## src/verilog/addr_pkg.sv

```systemverilog
// Shared opcode and control strobe types for the address path
`default_nettype none

package addr_pkg;

    // --------------------
    // Per-cycle address operation
    // --------------------
    typedef enum logic [3:0] {
        OP_IDLE      = 4'd0,    // Address from latch, no writes
        OP_PASS      = 4'd1,    // Data bus straight through incrementer
        OP_INC       = 4'd2,    // Data bus plus one
        OP_DEC       = 4'd3,    // Data bus minus one
        OP_AL_LOAD   = 4'd4,    // Latch takes data bus
        OP_BUS_WRITE = 4'd5,    // Latch value onto data bus
        OP_BUS_ZERO  = 4'd6,    // Zero onto data bus and address
        OP_IR_LOAD   = 4'd7,    // I/R pair takes data bus
        OP_IR_INC    = 4'd8     // Refresh step on R, limited carry
    } addr_op_e;

    // --------------------
    // Control strobes, one set per cycle
    // --------------------
    typedef struct packed {
        logic ab_mux_inc;       // Address from incrementer, else latch
        logic al_we;            // Address latch write enable
        logic bus_inc_we;       // Drive the data bus
        logic inc_dec;          // Decrement instead of increment
        logic inc_limit6;       // Carry stops above bit 6
        logic inc_cy;           // Carry-in of one
        logic inc_zero;         // Incrementer outputs zero
        logic ir_we;            // I/R write enable
        logic inc_src_ir;       // Incrementer source is I/R, else data bus
    } addr_ctl_t;

    // All strobes low for idle and for bad opcodes
    localparam addr_ctl_t CTL_IDLE = '{
        ab_mux_inc: 1'b0,
        al_we:      1'b0,
        bus_inc_we: 1'b0,
        inc_dec:    1'b0,
        inc_limit6: 1'b0,
        inc_cy:     1'b0,
        inc_zero:   1'b0,
        ir_we:      1'b0,
        inc_src_ir: 1'b0
    };

endpackage

`default_nettype wire

```

## src/verilog/addr_ctl_decode.sv

```systemverilog
// Opcode decoder that expands an address operation into control strobes
`timescale 1ns/1ps
`default_nettype none

module addr_ctl_decode (
    input  addr_pkg::addr_op_e  op,     // Operation for this cycle
    output addr_pkg::addr_ctl_t ctl     // Strobes to latch and I/R
);

    always_comb begin
        ctl = addr_pkg::CTL_IDLE;               // Everything off by default

        case (op)
            // --------------------
            // Plain address ops
            // --------------------
            addr_pkg::OP_IDLE: begin
                ctl = addr_pkg::CTL_IDLE;       // Latch drives the address
            end
            addr_pkg::OP_PASS: begin
                ctl.ab_mux_inc = 1'b1;          // Incrementer with no carry
            end
            addr_pkg::OP_INC: begin
                ctl.ab_mux_inc = 1'b1;
                ctl.inc_cy     = 1'b1;          // Plus one
            end
            addr_pkg::OP_DEC: begin
                ctl.ab_mux_inc = 1'b1;
                ctl.inc_cy     = 1'b1;
                ctl.inc_dec    = 1'b1;          // Minus one
            end

            // --------------------
            // Latch and bus
            // --------------------
            addr_pkg::OP_AL_LOAD: begin
                ctl.al_we      = 1'b1;          // Capture data bus
                ctl.ab_mux_inc = 1'b1;          // Show pass-through meanwhile
            end
            addr_pkg::OP_BUS_WRITE: begin
                ctl.bus_inc_we = 1'b1;          // Latch value onto bus
            end
            addr_pkg::OP_BUS_ZERO: begin
                ctl.bus_inc_we = 1'b1;
                ctl.inc_zero   = 1'b1;          // Zero on bus
                ctl.ab_mux_inc = 1'b1;          // and zero on the address
            end

            // --------------------
            // I/R pair
            // --------------------
            addr_pkg::OP_IR_LOAD: begin
                ctl.ir_we = 1'b1;               // Source stays data bus
            end
            addr_pkg::OP_IR_INC: begin
                ctl.inc_src_ir = 1'b1;          // Feed I/R to incrementer
                ctl.inc_cy     = 1'b1;
                ctl.inc_limit6 = 1'b1;          // Only R[6:0] counts
                ctl.ab_mux_inc = 1'b1;          // Refresh address out
                ctl.ir_we      = 1'b1;          // Write the stepped value back
            end

            // Corrupt encoding never writes state
            default: begin
                ctl = addr_pkg::CTL_IDLE;
            end
        endcase
    end

endmodule

`default_nettype wire

```

## src/verilog/addr_unit.sv

```systemverilog
// Address unit top level joining decoder, address latch and I/R register
`timescale 1ns/1ps
`default_nettype none

module addr_unit #(
    parameter int ADDR_W = 16                   // Address width for all blocks
) (
    input  logic                clk,
    input  logic                reset,          // Sync, active high
    input  addr_pkg::addr_op_e  op,             // Operation this cycle
    input  logic [ADDR_W-1:0]   dbus_in,        // Internal data bus in
    output logic [ADDR_W-1:0]   dbus_out,       // Internal data bus out
    output logic                dbus_oe,        // Bus drive enable
    output logic [ADDR_W-1:0]   address,        // External address bus
    output logic                address_is_1,   // Address equals one
    output logic [ADDR_W-1:0]   ir_value        // I/R pair contents
);

    // --------------------
    // Internal wires
    // --------------------
    addr_pkg::addr_ctl_t ctl;                   // Decoded strobes
    logic [ADDR_W-1:0]   inc_result;            // Incrementer back to I/R

    addr_ctl_decode u_decode (
        .op  (op),
        .ctl (ctl)
    );

    address_latch #(
        .ADDR_W (ADDR_W)
    ) u_address_latch (
        .clk          (clk),
        .reset        (reset),
        .ctl          (ctl),
        .dbus_in      (dbus_in),
        .ir_value     (ir_value),
        .inc_result   (inc_result),
        .address      (address),
        .address_is_1 (address_is_1),
        .dbus_out     (dbus_out),
        .dbus_oe      (dbus_oe)
    );

    ir_register #(
        .ADDR_W (ADDR_W)
    ) u_ir_register (
        .clk        (clk),
        .reset      (reset),
        .ctl        (ctl),
        .dbus_in    (dbus_in),
        .inc_result (inc_result),
        .ir_value   (ir_value)
    );

endmodule

`default_nettype wire

```

## src/verilog/address_latch.sv

```systemverilog
// Address latch with incrementer, address bus mux and internal data bus driver
`timescale 1ns/1ps
`default_nettype none

module address_latch #(
    parameter int ADDR_W = 16                   // Address width
) (
    input  logic                clk,
    input  logic                reset,          // Sync, active high
    input  addr_pkg::addr_ctl_t ctl,            // Per-cycle strobes
    input  logic [ADDR_W-1:0]   dbus_in,        // Internal data bus in
    input  logic [ADDR_W-1:0]   ir_value,       // I/R pair for refresh
    output logic [ADDR_W-1:0]   inc_result,     // Incrementer out, to I/R
    output logic [ADDR_W-1:0]   address,        // External address bus
    output logic                address_is_1,   // Address equals one
    output logic [ADDR_W-1:0]   dbus_out,       // Internal data bus out
    output logic                dbus_oe         // Bus drive enable
);

    // --------------------
    // Latch register
    // --------------------
    logic [ADDR_W-1:0] latch_q;                 // Held address

    always_ff @(posedge clk) begin
        if (reset) begin
            latch_q <= '0;
        end else if (ctl.al_we) begin
            latch_q <= dbus_in;                 // Capture from data bus
        end
    end

    // --------------------
    // Incrementer
    // --------------------
    logic [ADDR_W-1:0] inc_src;                 // Incrementer input

    always_comb begin
        if (ctl.inc_src_ir) begin
            inc_src = ir_value;                 // Refresh cycle
        end else begin
            inc_src = dbus_in;                  // Normal address step
        end
    end

    inc_dec #(
        .ADDR_W (ADDR_W)
    ) u_inc_dec (
        .din  (inc_src),
        .ctl  (ctl),
        .dout (inc_result)
    );

    // --------------------
    // Address bus mux
    // --------------------
    always_comb begin
        if (ctl.ab_mux_inc) begin
            address = inc_result;               // Stepped or passed value
        end else begin
            address = latch_q;                  // Held address
        end
    end

    // Status flag for loop counting
    assign address_is_1 = (address == {{(ADDR_W-1){1'b0}}, 1'b1});

    // --------------------
    // Data bus driver
    // --------------------
    // Split from the tri-state bus, so idle drives zero
    always_comb begin
        dbus_oe  = ctl.bus_inc_we;
        dbus_out = '0;
        if (ctl.bus_inc_we) begin
            if (ctl.inc_zero) begin
                dbus_out = '0;                  // Force-zero onto bus
            end else begin
                dbus_out = latch_q;             // Latched value onto bus
            end
        end
    end

endmodule

`default_nettype wire

```

## src/verilog/inc_dec.sv

```systemverilog
// Shared incrementer and decrementer with limited-carry and force-zero modes
`timescale 1ns/1ps
`default_nettype none

module inc_dec #(
    parameter int ADDR_W = 16           // Word width, 8 or more
) (
    input  logic [ADDR_W-1:0]   din,    // Value to step
    input  addr_pkg::addr_ctl_t ctl,    // Uses inc_dec/limit6/cy/zero
    output logic [ADDR_W-1:0]   dout    // Stepped value
);

    localparam int LOW_W = 7;           // Limited carry covers bits 6..0

    // --------------------
    // Carry-in vectors
    // --------------------
    logic [ADDR_W-1:0] step_full;       // Carry-in at full width
    logic [LOW_W-1:0]  step_low;        // Carry-in at seven bits

    assign step_full = {{(ADDR_W-1){1'b0}}, ctl.inc_cy};
    assign step_low  = {{(LOW_W-1){1'b0}}, ctl.inc_cy};

    // --------------------
    // Arithmetic
    // --------------------
    logic [ADDR_W-1:0] full_res;        // Wraps modulo 2^ADDR_W
    logic [LOW_W-1:0]  low_res;         // Wraps inside the low seven bits
    logic [ADDR_W-1:0] limit_res;       // Upper part kept as is

    always_comb begin
        if (ctl.inc_dec) begin
            full_res = din - step_full;
            low_res  = din[LOW_W-1:0] - step_low;
        end else begin
            full_res = din + step_full;
            low_res  = din[LOW_W-1:0] + step_low;
        end
    end

    // Splice the counted bits under the untouched upper part
    assign limit_res = {din[ADDR_W-1:LOW_W], low_res};

    // --------------------
    // Output select
    // --------------------
    always_comb begin
        if (ctl.inc_limit6) begin
            dout = limit_res;           // Refresh counter mode
        end else begin
            dout = full_res;            // Normal address step or pass
        end

        if (ctl.inc_zero) begin
            dout = '0;                  // Force-zero wins over everything
        end
    end

endmodule

`default_nettype wire

```

## src/verilog/ir_register.sv

```systemverilog
// I/R register pair holding the interrupt page and the memory refresh counter
`timescale 1ns/1ps
`default_nettype none

module ir_register #(
    parameter int ADDR_W = 16                   // I in upper bits, R in low byte
) (
    input  logic                clk,
    input  logic                reset,          // Sync, active high
    input  addr_pkg::addr_ctl_t ctl,            // Uses ir_we and inc_src_ir
    input  logic [ADDR_W-1:0]   dbus_in,        // Load value
    input  logic [ADDR_W-1:0]   inc_result,     // Refresh step from incrementer
    output logic [ADDR_W-1:0]   ir_value        // Current I/R contents
);

    // --------------------
    // Next value select
    // --------------------
    logic [ADDR_W-1:0] ir_next;                 // Value written on ir_we
    logic [ADDR_W-1:0] ir_q;                    // The register itself

    // Refresh step comes back through the shared incrementer,
    // so only R[6:0] moves and R[7] plus I hold
    always_comb begin
        if (ctl.inc_src_ir) begin
            ir_next = inc_result;               // Increment case
        end else begin
            ir_next = dbus_in;                  // Load case
        end
    end

    // --------------------
    // Storage
    // --------------------
    always_ff @(posedge clk) begin
        if (reset) begin
            ir_q <= '0;                         // I and R both clear
        end else if (ctl.ir_we) begin
            ir_q <= ir_next;                    // Visible next cycle
        end
    end

    assign ir_value = ir_q;

endmodule

`default_nettype wire
```

## config.mk

```make
export PLATFORM = sky130hd
export DESIGN_NAME = addr_unit
export DESIGN_NICKNAME = d
export VERILOG_FILES = /design/src/verilog/addr_pkg.sv /design/src/verilog/addr_ctl_decode.sv /design/src/verilog/addr_unit.sv /design/src/verilog/address_latch.sv /design/src/verilog/inc_dec.sv /design/src/verilog/ir_register.sv
export SDC_FILE = /design/constraint.sdc
export NUM_CORES = 1
export LEC_CHECK = 0
export ABC_CLOCK_PERIOD_IN_PS = 5150
export BUFFER_PORTS_ARGS = -buffer_cell sky130_fd_sc_hd__buf_2
export CAP_MARGIN = 20
export CORE_MARGIN = 2
export CORE_UTILIZATION = 40
export DETAILED_ROUTE_END_ITERATION = 8
export GPL_TIMING_DRIVEN = 0
export PLACE_DENSITY = 0.65
export SYNTH_ARGS = -nofsm -noshare
export SYNTH_HDL_FRONTEND = slang
export SYNTH_SLANG_ARGS = --single-unit
```

## constraint.sdc

```tcl
create_clock -name clk -period 5.15 [get_ports clk]
set_clock_uncertainty 0.15 [all_clocks]
set_input_delay 0.7725 -clock clk [delete_from_list [all_inputs] [get_ports clk]]
set_output_delay 0.7725 -clock clk [all_outputs]
set_load 0.005 [all_outputs]
```

After elaboration in Yosys (flattened, before gate mapping)
Index checks and enable logic that the tools add are counted.
{"block": "totals", "ff_bits": 32, "output_inout_bits": 50}
{"block": "op_classes", "n_reduce_logical": 4, "mux": 17, "n_addsub": 4, "eq_ne": 9}
{"operator": "$mux W16", "n": 8}
{"operator": "$add A16 B1 Y16", "n": 1}
{"operator": "$eq A16 B1 Y1 const B", "n": 1}
{"operator": "$eq A4 B3 Y1 const B", "n": 4}
{"operator": "$sub A16 B1 Y16", "n": 1}
{"operator": "$eq A4 B2 Y1 const B", "n": 2}
{"operator": "$mux W1", "n": 8}
{"operator": "$add A7 B1 Y7", "n": 1}
{"operator": "$mux W7", "n": 1}
{"operator": "$sub A7 B1 Y7", "n": 1}
{"operator": "$reduce_or A6 Y1", "n": 1}
{"operator": "$eq A4 B1 Y1 const B", "n": 1}
{"operator": "$eq A4 B4 Y1 const B", "n": 1}
{"operator": "$reduce_or A2 Y1", "n": 2}
{"operator": "$reduce_or A3 Y1", "n": 1}

Logic depth before layout (Yosys ltp)
Gate-level depths: netlist (run 1).
{"block": "depth", "ltp_word": 9, "ltp_mapped": 17, "mapped_depth_nobuf": 15}

Hierarchy
Synthesis (run 1) repeated with hierarchy kept, for this count alone.
{"block": "hier_totals", "hier_cells": 340, "area_unflattened_um2": 2972.9}
{"module": "address_latch", "cells_per_inst": 114, "area_per_inst_um2": 1142.3, "instances": 1}
{"module": "inc_dec", "cells_per_inst": 137, "area_per_inst_um2": 983.4, "instances": 1}
{"module": "ir_register", "cells_per_inst": 71, "area_per_inst_um2": 713.2, "instances": 1}
{"module": "addr_ctl_decode", "cells_per_inst": 18, "area_per_inst_um2": 133.9, "instances": 1}

Least setup slack after synthesis (run 1)
OpenSTA, ideal clock, no wires.
{"block": "synth_path", "path_type": "input to output", "start": "in op[0]", "end": "out address_is_1", "stages": 15, "t_arrival_ps": 4203, "slack_ps": 25, "required_ps": 4228, "cell_sequence": "buf_2 -> nor4b_4 -> clkbuf_1 -> buf_1 -> nand2_1 -> nand2_1 -> ha_1 -> a21o_1 -> a21oi_1 -> a222oi_1 -> o2111a_1 -> a2111oi_1 -> o21ai_1 -> a211o_1 -> and4bb_1"}
{"block": "synth_between", "elab_chain_cells": 9, "elab_cells_between_ends": 24, "classes_between": "4 x add/sub; 7 x eq/ne; 11 x mux; 2 x reduce/logical"}
{"item": "start, declared", "line_no": "addr_unit.sv:10", "rtl": "input addr_pkg::addr_op_e op,"}
{"item": "$eq A4 B2 Y1 / $eq A4 B4 Y1 (equally long branches)", "line_no": "addr_ctl_decode.sv:13", "rtl": "case (op)"}
{"item": "$reduce_or A3 Y1 (no source line) / $mux W1 (equally long branches)"}
{"item": "$mux W1 / $mux W16 (equally long branches)", "line_no": "addr_ctl_decode.sv:13, address_latch.sv:39"}
{"item": "$add A16 B1 Y16 / $sub A16 B1 Y16 (equally long branches)", "line_no": "inc_dec.sv:36, inc_dec.sv:33"}
{"item": "$mux W16", "line_no": "inc_dec.sv:32", "rtl": "if (ctl.inc_dec) begin"}
{"item": "$mux W16", "line_no": "inc_dec.sv:48", "rtl": "if (ctl.inc_limit6) begin"}
{"item": "$mux W16", "line_no": "inc_dec.sv:54", "rtl": "if (ctl.inc_zero) begin"}
{"item": "$mux W16 *", "line_no": "address_latch.sv:58", "rtl": "if (ctl.ab_mux_inc) begin"}
{"item": "net address[15]", "line_no": "addr_unit.sv:14", "rtl": "output logic [ADDR_W-1:0] address,"}
{"item": "$eq A16 B1 Y1 *", "line_no": "address_latch.sv:66", "rtl": "assign address_is_1 = (address == {{(ADDR_W-1){1'b0}}, 1'b1});"}
{"item": "end, declared", "line_no": "addr_unit.sv:15", "rtl": "output logic address_is_1,"}
Mark *: on every way through the listed nets, which the timed path passes. The rest lies on a longest branch.

Worst setup path after layout (run 1)
{"block": "layout_path", "start": "in op[1]", "end": "out address_is_1"}
{"block": "layout_between", "elab_chain_cells": 9, "elab_cells_between_ends": 24, "classes_between": "4 x add/sub; 7 x eq/ne; 11 x mux; 2 x reduce/logical"}
{"item": "$eq A4 B2 Y1 / $eq A4 B4 Y1 (equally long branches)", "line_no": "addr_ctl_decode.sv:13"}
{"item": "$reduce_or A3 Y1 (no source line) / $mux W1 (equally long branches)"}
{"item": "$mux W1 / $mux W16 (equally long branches)", "line_no": "addr_ctl_decode.sv:13, address_latch.sv:39"}
{"item": "$add A16 B1 Y16 (tied with other cells)", "line_no": "inc_dec.sv:36", "rtl": "full_res = din + step_full;"}
{"item": "$mux W16 / $mux W7 (equally long branches)", "line_no": "inc_dec.sv:32"}
{"item": "$mux W16", "line_no": "inc_dec.sv:48"}
{"item": "$mux W16", "line_no": "inc_dec.sv:54"}
{"item": "$mux W16 *", "line_no": "address_latch.sv:58"}
{"item": "$eq A16 B1 Y1 *", "line_no": "address_latch.sv:66"}
Mark *: on every way between the ends. The rest lies on a longest branch, timed or not.

==> metrics.md, run 1 <==
| Metric | Value |
|---|---|
| Outcome | `finished clean` |
| Required @ worst endpoint | `between 4 and 5 ns` |
| Root buffer cell | `clkbuf_8` |
| DRT antenna net count | `0` |
| Final-stage net count | `around 540` |
| Yosys Warn Count | `0` |
| Maximum buffer depth of the clock tree | `2` |
| Tot GR Track Use | `0.247` |
| Fmax achieved | `between 150 and 200 MHz` |
| Seq/Total Area, Yosys | `0.223` |
| WP data arrival | `approximately 4.1 ns` |
| Post-synth net total | `about 460` |
| Remaining DRCs | `0` |
| Slew Limit Headroom | `0.342` |
| Input/output buffers | `67` |
| Hold Path Stages | `2` |
| CTS Hold Bufs | `0` |
| Final HPWL DP | `7280 µm` |
| Clk slew on worst S/H paths | `around 0.070 ns` |
| Htree depth | `2` |
| Pwr/cell area | `about 210 nW/µm²` |
| Boundary Pins | `72` |
| Synth Register Bits | `32` |
| Vias in the first global route | `3021` |
| Die Wd | `just under 90 µm` |
| Fin. Hold Viols | `0` |
| Most frequent cells after synthesis | `122 x nand2_1, 36 x a21oi_1, 32 x dfxtp_1` |
| Post-route setup slack | `between 0.1 and 0.15 ns` |
| First DRT Iteration DRCs | `~340` |
| Area leader, netlist | `dfxtp_1` |
| Die H | `88.7 µm` |
| Synth top area cells | `dfxtp_1 22%, nand2_1 16%, ha_1 6.5%` |
| Post-synth ARST share | `0` |
| Die ar. | `7870 µm²` |
| Setup tns final | `0 ns` |
| Initial antenna violation count | `0` |
| Overflow left after global routing | `0` |
| Leak pwr | `approximately 0.0016 µW` |
| TritonCTS clock tree | `done` |
| Fin crit share | `0.978` |
| Worst vdd ir | `approximately 0.16 mV` |
| Synth-to-Final Area Change | `28.8%` |
| Setup WS pre-CTS | `-1.01 ns` |
| CTS buffer count | `5` |
| Synth Area per Inst | `a little under 7 µm²` |
| Largest net degree at the start of global routing | `22` |
| Worst reg-to-reg path cell count | `12` |
| Unique masters post-synth | `56` |
| DRT Pass-1 Iters | `5` |
| Worst-path fanout max | `11` |
| Crit path time final | `between 5 and 6 ns` |
| CP endpoint kind | `output pin` |
| Most common cell in the netlist | `nand2_1` |
| Global-route wire length before repair | `roughly 15000 µm` |
| Max-cap viol count | `0` |
| Mean routed wirelength per cell | `16.2 µm` |
| Tightest Pin Transition | `a little under 1 ns` |
| Worst-skew pair later-pin latency | `0.29 ns` |
| Mapped Area | `between 2000 and 3000 µm²` |
| Sink Count | `32` |
| Share of the synthesized area in the top cell type | `0.223` |
| Cells after synthesis | `between 400 and 500` |
| Main synth FF type | `dfxtp_1` |
| Final Slew Violations | `0` |
| Finish-stage setup viols | `0` |
| CP startpoint kind | `input pin` |
| Row count | `30` |
| Vias post-DR | `3394` |
| Initial core utilization | `0.418` |
| Routability cong. | `0.942` |
| Drt total wl | `around 10000 µm` |
| Worst Hold Class | `flip-flop to flip-flop` |
| Via density | `~5.6` |
| Share of cells above drive strength 1 | `0.241` |
| Antenna cells | `0` |
| Crit Path Category | `input pin to output pin` |
| CORE AREA | `between 6000 and 7000 µm²` |
| Number of synthesized flops with an enable pin | `0` |
-- cells in the final DEF (no fill, tap or decap), drive strengths merged, types with 3 or more instances in the layout --
cell and instances:
a211oi 3, a21o 7, a21oi 36, a22o 5, a22oi 10, a311oi 6
a31oi 4, a32oi 4, and2 17, and3 7, buf 91, clkbuf 22
dfxtp 32, ha 15, inv 9, nand2 122, nand2b 6, nand3 8
nor2 16, nor2b 4, nor3 6, nor4 3, o2111ai 3, o21a 3
o21ai 19, xnor2 9, xor2 5
-- layer usage --
metal,GRT usage,vias to the layer above,routed length (µm)
met5,0,-,0
met4,0.0634,0,102
met3,0.0410,7,773
met2,0.384,150,4390
met1,0.354,1579,4490
li1,-,1658,-
-- layout make-up --
type / count / area, µm²
repair buffers: 82 / 454
inverters: 9 / 33.8
fillers: 696 / 3170
clock buffers: 5 / 68.8
multi-input cells: 350 / 2200
flip-flops and latches: 32 / 641
well taps: 96 / 120
clock inverters: 3 / 42.5
plain buffers: 26 / 141
-- metrics by stage --
| step | utilization | power (µW) | hold WS [ns] | area (µm²) | instances |
|---|---|---|---|---|---|
| after global placement | 0.484 | 500 | 0.310 | 3330 | 582 |
| final | 0.538 | 786 | 0.326 | 3700 | 603 |
| after CTS | 0.522 | 765 | 0.328 | 3590 | 600 |
| after global routing | 0.538 | 825 | 0.359 | 3700 | 603 |
| after floorplan | - | 428 | 0.294 | 2870 | 419 |
| after detailed placement | 0.484 | 503 | 0.318 | 3330 | 582 |
-- final timing paths --
check,start,endpoint,slack [ns]
max,op[1],address_is_1,0.11
min,u_ir_register.ir_value[11]$_SDFFE_PP0P_,u_ir_register.ir_value[11]$_SDFFE_PP0P_,0.33
max reg2reg,u_ir_register.ir_value[0]$_SDFFE_PP0P_,u_ir_register.ir_value[6]$_SDFFE_PP0P_,2.50
min reg2reg,u_ir_register.ir_value[11]$_SDFFE_PP0P_,u_ir_register.ir_value[11]$_SDFFE_PP0P_,0.33
-- repair_timing --
item	in CTS	in global routing
resized for setup	19	24
setup buffers	10	5
pin swaps	6	16
endpoints found under the setup margin	11	3
-- where the power goes --
part / leakage [µW] / switching (µW) / internal, µW
registers: 0.000259 / 7.07 / 254
clock network: 0.0000541 / 104 / 143
logic: 0.00131 / 159 / 118
total: 0.00163 / 270 / 515
-- worst max-delay path: stages --
cell      delay, ns
buf_6          0.12
nor4b_4        0.38
clkbuf_8       0.24
mux2i_4        0.07
ha_2           0.20
fa_2           0.38
nor2b_2        0.13
o21ai_2        0.08
a32oi_2        0.18
a311oi_2       0.12
buf_4          0.16
xnor2_1        0.12
a222oi_1       0.38
nand3_1        0.18
nor4_1         0.26
and4bb_1       0.22
buf_2          0.10
-- state kept, by name, indices dropped and copies added, names as in the netlist --
signal and flops:
u_address_latch.latch_q 16, u_ir_register.ir_value 16
-- cells by family (layout without fill, tap and decap cells) --
family	after synthesis	count (layout)	share of synthesized area
AOI/OAI and AO/OA	117	117	0.273
xor gates and xnor gates	14	14	0.0427
adders and majority gates	16	16	0.0724
buffers and inverters	37	125	0.0549
DFF	32	32	0.223
muxes	3	3	0.0109
and+or+nand+nor	200	200	0.323
Power figures use the tool's default switching activity.
==> inputs of run 2 (changes only) <==
- MAX_ROUTING_LAYER: unset -> met4
==> run 2 against run 1 <==
  * The run now ends with negative setup slack left
  * Utilization down 0.49 points
  * Sequential power about the same
  * Sequential share of layout area increased by 0.16 points
  * Combinational power about the same
  * Highest routed layer unchanged
==> metrics.md, run 2 (same netlist as run 1, synthesis figures left out) <==
| Metric | Value |
|---|---|
| Outcome | `complete, but fails checks` |
| Failing checks | `negative setup slack` |
| Via density | `5.69` |
| Reg2reg start | `u_ir_register.ir_value[0]$_SDFFE_PP0P_` |
| Fin area | `about 3700 µm²` |
| Worst-path fanout max | `6` |
| CP startpoint kind | `input pin` |
| WP depth | `18` |
| Routability cong. | `between 0.9 and 1` |
| Post-route setup slack | `-0.0585 ns` |
| R2R Path End | `u_ir_register.ir_value[6]$_SDFFE_PP0P_` |
| Register area | `roughly 640 µm²` |
| Crit path time final | `around 5.2 ns` |
| Top cell family by delay on the critical path | `simple AND/OR/NAND/NOR gates` |
| Leak pwr | `0.00163 µW` |
| Final HPWL DP | `roughly 7300 µm` |
| Final Slew Violations | `0` |
| Worst Hold Class | `flip-flop to flip-flop` |
| Drt total wl | `approximately 10000 µm` |
| WP data arrival | `4.29 ns` |
| Max-cap viol count | `0` |
| Crit path capture | `address_is_1` |
| Final-stage net count | `549` |
| Final core occ | `0.533` |
| Global-route wire length before repair | `15100 µm` |
| Fin. Hold Viols | `0` |
| Die H | `88.7 µm` |
| Root buffer cell | `clkbuf_8` |
| Clk slew on worst S/H paths | `~0.06 ns` |
| Tightest Pin Transition | `~1 ns` |
| Worst Setup SP | `op[1]` |
| DRT Pass-1 Iters | `5` |
| TritonCTS clock tree | `done` |
| Remaining DRCs | `0` |
| Required @ worst endpoint | `4.23 ns` |
| Hold slack | `0.324 ns` |
| Fmax achieved | `192 MHz` |
| Die ar. | `slightly below 8000 µm²` |
| Antenna cells | `0` |
| Setup WS pre-CTS | `-0.968 ns` |
| Sink Count | `32` |
| Overflow left after global routing | `0` |
| Initial core utilization | `0.418` |
| CTS buffer count | `5` |
| Buf+Inv Stages, Crit Path | `5` |
| Row count | `30` |
| Boundary Pins | `72` |
| Synth-to-Final Area Change | `27.6%` |
| Post-DP Area | `3330 µm²` |
| Worst vdd ir | `0.169 mV` |
| Slew Limit Headroom | `0.315` |
| Mean routed wirelength per cell | `roughly 16 µm` |
| Multi-input gate area | `approximately 2200 µm²` |
| Finish-stage setup viols | `1` |
| Peak per-stage delay on the critical path | `between 0.3 and 0.4 ns` |
| Worst reg-to-reg path cell count | `11` |
| Fillers | `around 690` |
| Worst path cell trace | `buf_6, buf_6, nor4b_4, clkbuf_8, mux2i_2, ha_2, fa_2, nor2b_2, o21ai_2, a32oi_2, a311oi_2, buf_4, xnor2_2, a222oi_1, nand3_1, nor4_1, and4bb_1, buf_2` |
| Worst-skew pair later-pin latency | `between 0.2 and 0.3 ns` |
| Largest net degree at the start of global routing | `22` |
| Input/output buffers | `67` |
| Initial antenna violation count | `0` |
| Fin crit share | `1.01` |
| Setup tns final | `-0.0585 ns` |
| Vias post-DR | `between 3000 and 4000` |
| Most common cell after layout, fill and taps aside | `nand2_1` |
| DRT antenna net count | `0` |
| Vias in the first global route | `3020` |
| Htree depth | `2` |
| R2R setup slack | `about 2.7 ns` |
| Maximum buffer depth of the clock tree | `2` |
| RSZ-0062 raised after global routing | `true` |
| Tot GR Track Use | `0.256` |
| First DRT Iteration DRCs | `approximately 270` |
| Pwr/cell area | `about 200 nW/µm²` |
| Crit Path Category | `input pin to output pin` |
| Share of cells above drive strength 1 | `0.237` |
| CP endpoint kind | `output pin` |
| Most frequent cells in the layout | `121 x nand2_1, 67 x buf_2, 35 x a21oi_1, 32 x dfxtp_1, 20 x buf_4` |
| Top cell by count, worst path | `buf_6` |
| CORE AREA | `between 6000 and 7000 µm²` |
| Slowest stage cell, crit path | `a222oi_1` |
| Die Wd | `around 89 µm` |
-- run 2: worst register-to-register path: cells and delay by family, from the launching register on --
family | cells | cell delay, ns
muxes | 1 | 0.10
xor gates and xnor gates | 1 | 0.29
and+or+nand+nor | 3 | 0.25
buffers and inverters | 1 | 0.15
AOI/OAI and AO/OA | 3 | 0.53
DFF | 1 | 0.37
adders and majority gates | 2 | 0.56
-- run 2: final cells by class --
| class | count | share of cell area |
|---|---|---|
| Clock buffer | 6 | 0.0198 |
| Sequential cell | 32 | 0.175 |
| Tap cell | 96 | 0.0328 |
| Multi-Input combinational cell | 350 | 0.589 |
| Timing Repair Buffer | 85 | 0.130 |
| Buffer | 28 | 0.0423 |
| Clock inverter | 1 | 0.00137 |
| Inverter | 9 | 0.00922 |
-- run 2: repair_timing --
item                       in CTS  in global routing
buffers inserted               13                  6
gates resized for setup        22                 10
hold buffers                    0                  0
setup endpoints to repair      11                  3
pin swaps                       8                 10
cloned                          0                  0
-- run 2: through the flow --
stage               cells  power, µW
floorplan             419        428
global placement      582        501
detailed placement    582        504
CTS                   602        707
global route          607        759
finish                607        720
-- run 2: worst min path at each step --
stage	start	to	slack, ns	cells after the start
2_1_floorplan	u_address_latch.latch_q[8]$_SDFFE_PP0P_	u_address_latch.latch_q[8]$_SDFFE_PP0P_	0.29	2
3_3_place_gp	u_ir_register.ir_value[11]$_SDFFE_PP0P_	u_ir_register.ir_value[11]$_SDFFE_PP0P_	0.31	2
3_5_place_dp	u_ir_register.ir_value[11]$_SDFFE_PP0P_	u_ir_register.ir_value[11]$_SDFFE_PP0P_	0.32	2
4_1_cts	u_ir_register.ir_value[11]$_SDFFE_PP0P_	u_ir_register.ir_value[11]$_SDFFE_PP0P_	0.32	2
5_1_grt	u_address_latch.latch_q[4]$_SDFFE_PP0P_	u_address_latch.latch_q[4]$_SDFFE_PP0P_	0.35	2
6_report	u_ir_register.ir_value[11]$_SDFFE_PP0P_	u_ir_register.ir_value[11]$_SDFFE_PP0P_	0.32	2
-- run 2: power by group --
group / leakage, µW / internal, µW / switching (µW) / total [µW]
Clock: 0.0000410 / 91.7 / 90.3 / 182
Sequential: 0.000259 / 254 / 6.91 / 261
Combinational: 0.00133 / 117 / 160 / 277
Total: 0.00163 / 463 / 257 / 720
-- run 2: per-layer routing --
layer / part of all wire / wire, µm / track usage / up-vias
met2: 0.45 / 4450 / 0.376 / 140
met1: 0.47 / 4690 / 0.371 / 1635
li1: - / - / - / 1664
met4: 0.018 / 178 / 0.0785 / 0
met5: 0 / 0 / - / -
met3: 0.064 / 635 / 0.0224 / 14
==> inputs of run 3 (changes only) <==
- RECOVER_POWER: unset -> 100
==> run 3 against run 2 <==
  * The flow still finishes with violations (negative setup slack)
  * Global-route usage unchanged
  * Register-to-register slack is essentially flat
  * Non-clock buffer count unchanged
  * Design area decreased by 0.31%
  * Largest power group unchanged
  * Utilization decreased by 0.16 points
==> metrics.md, run 3 (same netlist as run 1, synthesis figures left out) <==
| Metric | Value |
|---|---|
| Outcome | `complete, but fails checks` |
| Failing checks | `negative setup slack` |
| Final HPWL DP | `about 7300 µm` |
| Overflow left after global routing | `0` |
| CP endpoint kind | `output pin` |
| DRT Pass-1 Iters | `5` |
| Cell Int Power | `~460 µW` |
| Via density | `approximately 5.7` |
| Worst vdd ir | `0.170 mV` |
| Multi-input gate area | `about 2200 µm²` |
| Worst-skew pair later-pin latency | `just under 0.3 ns` |
| Clock power share | `0.253` |
| CP startpoint kind | `input pin` |
| Crit Path Category | `input pin to output pin` |
| Die ar. | `just under 8000 µm²` |
| Vias post-DR | `~3400` |
| Fillers | `694` |
| WP data arrival | `approximately 4.3 ns` |
| Worst Hold Class | `flip-flop to flip-flop` |
| Buf+Inv Stages, Crit Path | `5` |
| Die Wd | `around 90 µm` |
| Fin. Hold Viols | `0` |
| Drt total wl | `about 10000 µm` |
| Maximum buffer depth of the clock tree | `2` |
| First DRT Iteration DRCs | `between 200 and 300` |
| Initial antenna violation count | `0` |
| Sink Count | `32` |
| DRT antenna net count | `0` |
| CTS Hold Bufs | `0` |
| RSZ-0062 raised after global routing | `true` |
| TritonCTS clock tree | `done` |
| Synth-to-Final Area Change | `27.2%` |
| Final Slew Violations | `0` |
| Top cell family by delay on the critical path | `simple AND/OR/NAND/NOR gates` |
| Routability cong. | `0.954` |
| Post-route setup slack | `-0.0356 ns` |
| Comb pwr share | `0.384` |
| Boundary Pins | `72` |
| Largest net degree at the start of global routing | `22` |
| Final core occ | `0.532` |
| Tightest Pin Transition | `~1 ns` |
| Fin area | `3650 µm²` |
| Fin crit share | `1.01` |
| Required @ worst endpoint | `roughly 4.2 ns` |
| Crit path time final | `between 5 and 6 ns` |
| P_sw | `~260 µW` |
| Slew Limit Headroom | `0.329` |
| Seq pwr share | `0.363` |
| Final-stage net count | `roughly 550` |
| Pwr/cell area | `197 nW/µm²` |
| Row count | `30` |
| Most frequent cells in the layout | `121 x nand2_1, 58 x buf_2, 35 x a21oi_1, 32 x dfxtp_1, 26 x clkbuf_1` |
| Vias in the first global route | `3020` |
| Tot GR Track Use | `0.256` |
| Post-DP Area | `~3300 µm²` |
| Remaining DRCs | `0` |
| CORE AREA | `roughly 6900 µm²` |
| Antenna cells | `0` |
| Global-route wire length before repair | `~15000 µm` |
| Fmax achieved | `193 MHz` |
| CTS buffer count | `5` |
| Most common cell after layout, fill and taps aside | `nand2_1` |
| Initial core utilization | `0.418` |
| Leak pwr | `roughly 0.0016 µW` |
| Share of cells above drive strength 1 | `0.219` |
| Mean routed wirelength per cell | `around 16 µm` |
| Max-cap viol count | `0` |
| Finish-stage setup viols | `1` |
| Die H | `88.7 µm` |
| Worst-path fanout max | `6` |
| Input/output buffers | `67` |
| Worst path cell trace | `buf_6, buf_6, nor4b_4, clkbuf_8, mux2i_2, ha_2, fa_2, nor2b_2, o21ai_2, a32oi_2, a311oi_2, buf_4, xnor2_2, a222oi_1, nand3_1, nor4_1, and4bb_1, buf_2` |
| Register area | `approximately 640 µm²` |
| Net Sw Frac | `0.357` |
| Slowest stage cell, crit path | `a222oi_1` |
| Root buffer cell | `clkbuf_8` |
| Peak per-stage delay on the critical path | `0.38 ns` |
| Clk slew on worst S/H paths | `~0.070 ns` |
| Htree depth | `2` |
| Top cell by count, worst path | `buf_6` |
run 3: stage by stage:
stage	cells	hold slack (ns)	setup TNS [ns]	power [µW]	setup WS, ns
floorplan	419	0.294	0	428	0.0246
global placement	582	0.310	-4.54	501	-0.974
detailed placement	582	0.315	-4.64	504	-0.968
CTS	602	0.324	0	707	0.00419
global route	607	0.350	-0.193	759	-0.193
finish	607	0.330	-0.0356	720	-0.0356
run 3: what timing repair did:
action                     4_1_cts  5_1_grt
setup buffers                   13        6
resized for setup               22       10
setup endpoints to repair       11        3
pin swaps                        8       10
run 3: path summary, 6_finish.rpt:
check	depth (start not counted)	slack (ns)	to	startpoint
setup / recovery	18	-0.04	address_is_1	op[1]
hold / removal	2	0.33	u_ir_register.ir_value[11]$_SDFFE_PP0P_	u_ir_register.ir_value[11]$_SDFFE_PP0P_
setup reg to reg	11	2.67	u_ir_register.ir_value[6]$_SDFFE_PP0P_	u_ir_register.ir_value[0]$_SDFFE_PP0P_
hold reg to reg	2	0.33	u_ir_register.ir_value[11]$_SDFFE_PP0P_	u_ir_register.ir_value[11]$_SDFFE_PP0P_
run 3: area by class of cell:
cell class	instances	share of cell area
multi-input cells	350	0.591
flip-flops and latches	32	0.175
repair buffers	85	0.127
plain buffers	28	0.0425
well taps	96	0.0329
clock buffers	6	0.0199
inverters	9	0.00925
clock inverters	1	0.00137
run 3: power by group through the flow:
stage                     clock [µW]  combinational, µW  sequential, µW
after floorplan                    0                164             265
after global placement             0                234             267
after detailed placement           0                237             266
after CTS                        186                260             261
after global routing             196                300             262
final                            182                276             261
run 3: worst min-delay path, delay by kind of cell, from the launching register on:
family	cells	cell delay, ns
flops	1	0.32
simple gates	1	0.06
compound gates	1	0.05
run 3: per-layer routing:
metal / vias up / global-route usage / routed length, µm
li1: 1666 / - / -
met2: 128 / 0.376 / 4500
met5: - / - / 0
met1: 1637 / 0.371 / 4710
met4: 0 / 0.0785 / 175
met3: 14 / 0.0224 / 600
